[config.mk]
export PLATFORM = sky130hd
export DESIGN_NAME = fetch_front
export DESIGN_NICKNAME = d
export VERILOG_FILES = /design/src/common/fetch_pkg.sv /design/src/fetch/fetch_front.sv /design/src/fetch/fetch_pair.sv /design/src/fetch/pc_select.sv
export VERILOG_INCLUDE_DIRS = /design/src /design/src/common
export SDC_FILE = /design/constraint.sdc
export NUM_CORES = 1
export LEC_CHECK = 0
export BUFFER_PORTS_ARGS = -buffer_cell sky130_fd_sc_hd__buf_2
export CORE_UTILIZATION = 40
export CTS_BUF_LIST = sky130_fd_sc_hd__clkbuf_8
export DETAILED_ROUTE_END_ITERATION = 16
export GPL_TIMING_DRIVEN = 0
export PLACE_DENSITY = 0.62
export SYNTH_ARGS = -nofsm -noshare
export SYNTH_HDL_FRONTEND = slang
export SYNTH_SLANG_ARGS = --single-unit
[constraint.sdc]
create_clock -name clk -period 10.06 [get_ports clk]
set_clock_uncertainty 0.05 [all_clocks]
set_input_delay 1.509 -clock clk [delete_from_list [all_inputs] [get_ports clk]]
set_output_delay 1.509 -clock clk [all_outputs]
set_load 0.02 [all_outputs]
[src/common/fetch_defines.svh]
`ifndef FETCH_DEFINES_SVH
`define FETCH_DEFINES_SVH

// first fetch address after reset
`define FETCH_RESET_VECTOR 32'hbfc0_0000

// address and instruction widths
`define FETCH_ADDR_W 32
`define FETCH_INSTR_W 32

// one fetch pair is two words, 8 bytes
`define FETCH_PAIR_STEP 8

// byte offset of the second slot in a pair
`define FETCH_SLOT_STEP 4

`endif
[src/common/fetch_pkg.sv]
`include "fetch_defines.svh"

package fetch_pkg;

    typedef logic [`FETCH_ADDR_W-1:0] addr_t;
    typedef logic [`FETCH_INSTR_W-1:0] instr_t;

    // fetch-side exception code, only misalignment is left
    typedef enum logic {
        exc_none,
        exc_adel_fetch
    } fetch_exc_e;

    // where the next pc came from
    typedef enum logic [2:0] {
        src_seq,
        src_branch,
        src_exc,
        src_saved_branch,
        src_saved_exc
    } pc_src_e;

    // redirect pulses from execute / cp0
    typedef struct packed {
        logic  exc_valid;
        addr_t exc_target;
        logic  branch_valid;
        addr_t branch_target;
    } redirect_t;

    // instruction bus request
    typedef struct packed {
        logic  valid;
        addr_t addr;
    } ireq_t;

    // instruction bus response, low half is the older instruction
    typedef struct packed {
        logic                       addr_ok;
        logic [2*`FETCH_INSTR_W-1:0] data;
    } iresp_t;

    // entry between pc select and f1
    typedef struct packed {
        logic       valid;
        addr_t      pc;
        fetch_exc_e exc;
    } f1_data_t;

    // one decoded-ready slot
    typedef struct packed {
        logic       valid;
        addr_t      pc;
        instr_t     instr;
        fetch_exc_e exc;
    } fetch_slot_t;

    // slot 0 is the older instruction
    typedef fetch_slot_t [1:0] fetch_pair_t;

endpackage

[src/fetch/fetch_front.sv]
`timescale 1ns/100ps

module fetch_front (
    input  logic                   clk,
    input  logic                   reset,
    input  logic                   i_stall,
    input  logic                   i_flush,
    input  fetch_pkg::redirect_t   i_redirect,
    input  fetch_pkg::iresp_t      i_iresp,
    output fetch_pkg::ireq_t       o_ireq,
    output fetch_pkg::fetch_pair_t o_pair
);
    import fetch_pkg::*;

    // request out but not taken by the bus yet
    logic i_wait;
    // merged fetch stall, holds pc and f1
    logic stall_f;

    f1_data_t f1_next;

    assign i_wait  = o_ireq.valid && !i_iresp.addr_ok;
    assign stall_f = i_stall || i_wait;

    // pc, redirect priority, request
    pc_select u_pc_select (
        .clk        (clk),
        .reset      (reset),
        .i_stall    (stall_f),
        .i_redirect (i_redirect),
        .o_ireq     (o_ireq),
        .o_f1_next  (f1_next)
    );

    // f1 register, hold buffer, slot split
    fetch_pair u_fetch_pair (
        .clk        (clk),
        .reset      (reset),
        .i_stall_f  (stall_f),
        .i_stall    (i_stall),
        .i_flush    (i_flush),
        .i_f1_next  (f1_next),
        .i_data     (i_iresp.data),
        .o_pair     (o_pair)
    );

endmodule

[src/fetch/fetch_pair.sv]
`timescale 1ns/100ps

`include "fetch_defines.svh"

module fetch_pair (
    input  logic                     clk,
    input  logic                     reset,
    input  logic                     i_stall_f,
    input  logic                     i_stall,
    input  logic                     i_flush,
    input  fetch_pkg::f1_data_t      i_f1_next,
    input  logic [2*`FETCH_INSTR_W-1:0] i_data,
    output fetch_pkg::fetch_pair_t   o_pair
);
    import fetch_pkg::*;

    // f1 stage register
    f1_data_t f1_q;

    // one-entry hold for data returned under a stall
    logic                        hold_valid_q;
    logic [2*`FETCH_INSTR_W-1:0] hold_data_q;

    // flush seen last cycle
    logic flush_d_q;

    // data feeding the slots this cycle
    logic [2*`FETCH_INSTR_W-1:0] raw_data;
    fetch_pair_t                 pair_nxt;

    // f1 moves with the pc, flush drops the entry
    always_ff @(posedge clk) begin
        if (reset || i_flush) begin
            f1_q.valid <= 1'b0;
        end else if (!i_stall_f) begin
            f1_q <= i_f1_next;
        end
    end

    // response data only stays until the next acceptance,
    // so grab it on the first held cycle
    // released once f1 is free to advance again
    always_ff @(posedge clk) begin
        if (reset || i_flush) begin
            hold_valid_q <= 1'b0;
        end else if (!i_stall_f) begin
            hold_valid_q <= 1'b0;
        end else if (!hold_valid_q) begin
            hold_valid_q <= 1'b1;
            hold_data_q  <= i_data;
        end
    end

    always_ff @(posedge clk) begin
        if (reset) begin
            flush_d_q <= 1'b0;
        end else begin
            flush_d_q <= i_flush;
        end
    end

    // held copy first, then stale data after a flush
    always_comb begin
        if (hold_valid_q) begin
            raw_data = hold_data_q;
        end else if (flush_d_q) begin
            raw_data = '0;
        end else begin
            raw_data = i_data;
        end
    end

    // split into slots
    // the pair is issued once, on the edge where f1 advances
    always_comb begin
        pair_nxt[0].valid = f1_q.valid && !i_stall_f;
        pair_nxt[0].pc    = f1_q.pc;
        pair_nxt[0].exc   = f1_q.exc;
        // exception slot carries a zero instruction
        if (f1_q.exc != exc_none) begin
            pair_nxt[0].instr = '0;
        end else begin
            pair_nxt[0].instr = raw_data[`FETCH_INSTR_W-1:0];
        end

        // second word only behind a clean first one
        pair_nxt[1].valid = pair_nxt[0].valid && (f1_q.exc == exc_none);
        pair_nxt[1].pc    = f1_q.pc + `FETCH_SLOT_STEP;
        pair_nxt[1].instr = raw_data[2*`FETCH_INSTR_W-1:`FETCH_INSTR_W];
        pair_nxt[1].exc   = exc_none;
    end

    // output register, held under back-pressure
    always_ff @(posedge clk) begin
        if (reset || i_flush) begin
            o_pair[0].valid <= 1'b0;
            o_pair[1].valid <= 1'b0;
        end else if (!i_stall) begin
            o_pair <= pair_nxt;
        end
    end

    a_slot_order: assert property (
        @(posedge clk) disable iff (reset)
        o_pair[1].valid |-> o_pair[0].valid
    ) else $error("slot 1 valid without slot 0");

endmodule

[src/fetch/pc_select.sv]
`timescale 1ns/100ps

`include "fetch_defines.svh"

module pc_select (
    input  logic                 clk,
    input  logic                 reset,
    input  logic                 i_stall,
    input  fetch_pkg::redirect_t i_redirect,
    output fetch_pkg::ireq_t     o_ireq,
    output fetch_pkg::f1_data_t  o_f1_next
);
    import fetch_pkg::*;

    // fetch pc and its successor
    addr_t pc_q;
    addr_t pc_nxt;
    addr_t seq_pc;
    logic  pc_aligned;

    // redirects seen while stalled
    logic  exc_saved_q;
    logic  branch_saved_q;
    addr_t exc_save_q;
    addr_t branch_save_q;

    pc_src_e pc_src;

    assign seq_pc = pc_q + `FETCH_PAIR_STEP;
    assign pc_aligned = (pc_q[1:0] == 2'b00);

    // next pc by fixed priority
    // live exc > saved exc > live branch > saved branch > seq
    always_comb begin
        if (i_redirect.exc_valid) begin
            pc_src = src_exc;
            pc_nxt = i_redirect.exc_target;
        end else if (exc_saved_q) begin
            pc_src = src_saved_exc;
            pc_nxt = exc_save_q;
        end else if (i_redirect.branch_valid) begin
            pc_src = src_branch;
            pc_nxt = i_redirect.branch_target;
        end else if (branch_saved_q) begin
            pc_src = src_saved_branch;
            pc_nxt = branch_save_q;
        end else begin
            pc_src = src_seq;
            pc_nxt = seq_pc;
        end
    end

    // pc only moves on a free edge
    always_ff @(posedge clk) begin
        if (reset) begin
            pc_q <= `FETCH_RESET_VECTOR;
        end else if (!i_stall) begin
            pc_q <= pc_nxt;
        end
    end

    // catch redirects that land while fetch is held
    // the free edge consumes them through pc_nxt, then both clear
    always_ff @(posedge clk) begin
        if (reset) begin
            exc_saved_q    <= 1'b0;
            branch_saved_q <= 1'b0;
        end else if (!i_stall) begin
            exc_saved_q    <= 1'b0;
            branch_saved_q <= 1'b0;
        end else if (i_redirect.exc_valid) begin
            exc_saved_q    <= 1'b1;
            exc_save_q     <= i_redirect.exc_target;
            // an exception kills any pending branch
            branch_saved_q <= 1'b0;
        end else if (i_redirect.branch_valid && !exc_saved_q) begin
            branch_saved_q <= 1'b1;
            branch_save_q  <= i_redirect.branch_target;
        end
    end

    // misaligned pc never goes to the bus
    always_comb begin
        o_ireq.valid = pc_aligned;
        o_ireq.addr  = pc_q;
    end

    // f1 entry, carries the fetch exception along
    always_comb begin
        o_f1_next.valid = 1'b1;
        o_f1_next.pc    = pc_q;
        o_f1_next.exc   = pc_aligned ? exc_none : exc_adel_fetch;
    end

    a_req_aligned: assert property (
        @(posedge clk) disable iff (reset)
        o_ireq.valid |-> (o_ireq.addr[1:0] == 2'b00) && (o_f1_next.exc == exc_none)
    ) else $error("request with misaligned address %h", o_ireq.addr);

    a_saved_excl: assert property (
        @(posedge clk) disable iff (reset)
        !(exc_saved_q && branch_saved_q)
    ) else $error("saved branch and saved exception both pending");

    // a saved redirect is spent on the first free edge
    a_saved_once: assert property (
        @(posedge clk) disable iff (reset)
        (pc_src == src_saved_exc || pc_src == src_saved_branch) |-> $past(i_stall)
    ) else $error("saved redirect outlived a free edge");

endmodule

==> flow_metrics.tcl <==
set metrics [dict create \
    dieWidth_um 184.2 \
    drc_errors 0 \
    synth-seq-area-share 0.7101 \
    synth.area.top_cells "edfxtp_1 (65%), dfxtp_1 (5.9%), a22oi_1 (2.8%)" \
    synth_fp_nets 1099 \
    syn-cell-area_um2 13280 \
    dp_hpwl_mm 25.67 \
    core_area_um2 32620 \
    ys_warn_count 0 \
    final-seq-area_um2 9429 \
    tightest_slew_ps 1069 \
    synth.avg_cell_area_um2 13.80 \
    top_level_ports 300 \
    grt_pass1_vias 9095 \
    grt-ovfl-total 0 \
    critPathRequiredTime_ps 10290 \
    synth_area_leader_cell "edfxtp_1" \
    m1WireLength_mm 15.31 \
    reg2reg_to "u_fetch_pair.hold_data_q[6]" \
    cp-start-kind "input pin" \
    clk_path_buf_depth 3 \
    drt_pre_antenna_iters 5 \
    min_period_ps 4316 \
    gp_congestion 0.8719 \
    fin_hold_ws_ps 367.1 \
    grt_antenna_before_repair 2 \
    grt_pass1_wl_mm 51.90 \
    wl_met3_mm 2.107 \
    r2r_cells 8 \
    maxCapViolCount 0 \
    powerDensity_nw_per_um2 177.1 \
    via_count 9395 \
    synth.top_cell.area_share 0.6513 \
    worstHoldStart "u_fetch_pair.f1_q[2]" \
    grt_max_degree 37 \
    wl_per_cell_um 19.27 \
    rsz0062_at_grt "no" \
    fmax_mhz 231.7 \
    synth-main-ff-cell "edfxtp_1" \
    wl_mm 34.91 \
    ctsResizeCount 0 \
    status "complete, no violations" \
    multiInputGateArea_um2 3339 \
    timing.slew.headroom 0.2810 \
    final_cells 1812 \
    die_y_um 184.2 \
    fp.dieArea_um2 33930 \
    hp-class "reg -> reg" \
    finalSetupViolations 0 \
    hold_end "u_fetch_pair.o_pair[100]" \
    drive_gt1_frac 0.3129 \
    slew_violations 0 \
    power_leakage_nw 6.189 \
    place_area_um2 15510 \
    met2_length_mm 16.19 \
    period_share 0.4291 \
    dp.cells 1712 \
    cts_root_buffer "clkbuf_8" \
    endpoint_kind "flop" \
    highest_layer "met4" \
    via_per_inst 5.185 \
    num-fill-cells 2900 \
    final_area_um2 16480 \
    reg2reg_slack_ps 6360 \
    ys_seq_elements 327 \
    start_util 0.4071 \
    cts_setup_buffers 0 \
    cts_tree "built" \
    synth_edf_count 288 \
    synth_cell_types 65 \
    clk_latency_ps 580 \
    rr_startpoint "u_pc_select.pc_q[0]" \
    worstSetupPathType "in -> reg" \
    area_delta_synth_final_pct 24.07 \
    nets 1463 \
    ir_drop_mv 0.09455 \
    clkSinkCount 327 \
    antenna_left 0 \
    cts_hold_buf 0 \
    htree_levels 2 \
    syn_inst 962 \
    critPathMaxFanout 10 \
    hold_depth 0 \
    numCtsBuffers 54 \
    hold_viol 0 \
    portBuffers 295 \
    grt_usage 0.2011 \
    rows 66 \
    drt_first_iter_violations 605 \
    ys_async_sr_fraction 0 \
    path_clk_slew_ps 60 \
    arrival_ps 4550 \
]
cells by family (layout without fill, tap and decap cells):
| logic type | after synthesis | after routing | share of synthesized area |
|---|---|---|---|
| flip-flops | 327 | 327 | 0.7101 |
| AND/OR/NAND/NOR | 245 | 245 | 0.09291 |
| AO/OA/AOI/OAI | 239 | 239 | 0.1273 |
| buffers and inverters | 108 | 514 | 0.04070 |
| XOR/XNOR | 36 | 36 | 0.02374 |
| multiplexers | 4 | 4 | 0.003109 |
| adder cells (fa/ha/maj) | 2 | 2 | 0.001884 |
| other | 1 | 3 | 0.0002824 |
how the worst max path moves through the flow:
| stage | cells past startpoint | slack [ps] | endpoint | from |
|---|---|---|---|---|
| finish | 9 | 5740 | u_fetch_pair.hold_data_q[6] | i_iresp[64] |
| global route | 9 | 5510 | u_fetch_pair.hold_data_q[18] | i_iresp[64] |
| CTS | 9 | 5780 | u_fetch_pair.hold_data_q[14] | i_iresp[64] |
| detailed placement | 9 | 5130 | u_fetch_pair.hold_data_q[14] | i_iresp[64] |
| global placement | 6 | -470 | u_fetch_pair.hold_data_q[38] | i_iresp[64] |
| floorplan | 3 | 2160 | u_fetch_pair.o_pair[0] | reset |
synthesized netlist by cell type (all sizes together), types with 3 or more instances:
library cell	instances
nand2b	6
a21o	5
clkbuf	48
or3	5
a221o	8
or2	7
nor2	80
nand4	14
inv	14
mux2i	3
a221oi	8
a22oi	50
o21ai	57
xor2	14
a311oi	3
a22o	32
buf	45
nor2b	7
o211ai	7
nor3	18
a31oi	10
o2bb2ai	3
nand3b	5
nand2	46
and4	5
nand3	31
a211oi	12
a21oi	23
dfxtp	39
xnor2	22
nor4	11
edfxtp	288
layer usage:
layer | track usage | up-vias
met5 | 0 | -
met4 | 0.08800 | 0
met3 | 0.03379 | 83
met2 | 0.3148 | 392
met1 | 0.2753 | 4487
li1 | - | 4433
cell type report:
type / count / share of cell area
timing repair buffer: 308 / 0.1003
tap: 442 / 0.03357
clock inverter: 41 / 0.01040
clock buffer: 57 / 0.04762
buffer: 93 / 0.02939
inverter: 15 / 0.003417
sequential: 327 / 0.5723
antenna: 2 / 0.0003038
multi-input combinational: 527 / 0.2027
registers in the layout, summed over array words and instances (netlist names):
register                    flops
u_fetch_pair.f1_q              34
u_fetch_pair.flush_d_q          1
u_fetch_pair.hold_data_q       64
u_fetch_pair.hold_valid_q       1
u_fetch_pair.o_pair           129
u_pc_select.branch_save_q      32
u_pc_select.branch_saved_q      1
u_pc_select.exc_save_q         32
u_pc_select.exc_saved_q         1
u_pc_select.pc_q               32
stage by stage:
step	setup TNS [ps]	total power [mW]	utilization	setup WS [ps]
2_1_floorplan	0	1.776	-	2159
3_3_place_gp	-69000	1.901	0.4693	-470.3
3_5_place_dp	0	1.907	0.4756	5133
4_1_cts	0	2.946	0.5049	5779
5_1_grt	0	3.038	0.5051	5508
6_report	0	2.918	0.5051	5744
worst max-delay path, cell delays in order:
cell	delay (ps)
buf_2	120
nor3_1	510
nor2_1	330
clkbuf_1	340
buf_1	410
nor3_2	710
buf_6	260
buf_6	170
buf_6	170
power breakdown:
group | total, mW | switching [mW] | internal, mW
combinational | 0.300 | 0.186 | 0.114
clock | 1.04 | 0.517 | 0.522
sequential | 1.58 | 0.0408 | 1.54
layout by cell type (no fill, tap or decap), types with 4 or more instances in the layout:
cell type / instances
and4_1: 5
xnor2_1: 22
a221o_1: 8
o211ai_1: 7
nand3b_1: 5
nor2b_1: 7
clkbuf_8: 57
inv_1: 36
nor2_1: 78
nand4_1: 13
nor3_1: 15
or2_2: 7
nand2b_1: 6
a221oi_1: 8
nand3_1: 31
clkinv_1: 14
nor4_1: 10
buf_4: 36
a31oi_1: 10
a211oi_1: 12
a21o_1: 5
a22oi_1: 50
a21oi_1: 23
o21ai_0: 57
buf_1: 9
clkbuf_1: 48
buf_2: 295
edfxtp_1: 288
nand2_1: 46
dfxtp_1: 39
a22o_1: 32
or3_1: 4
xor2_1: 14
buf_6: 9
(Power assumes the default switching activity.)
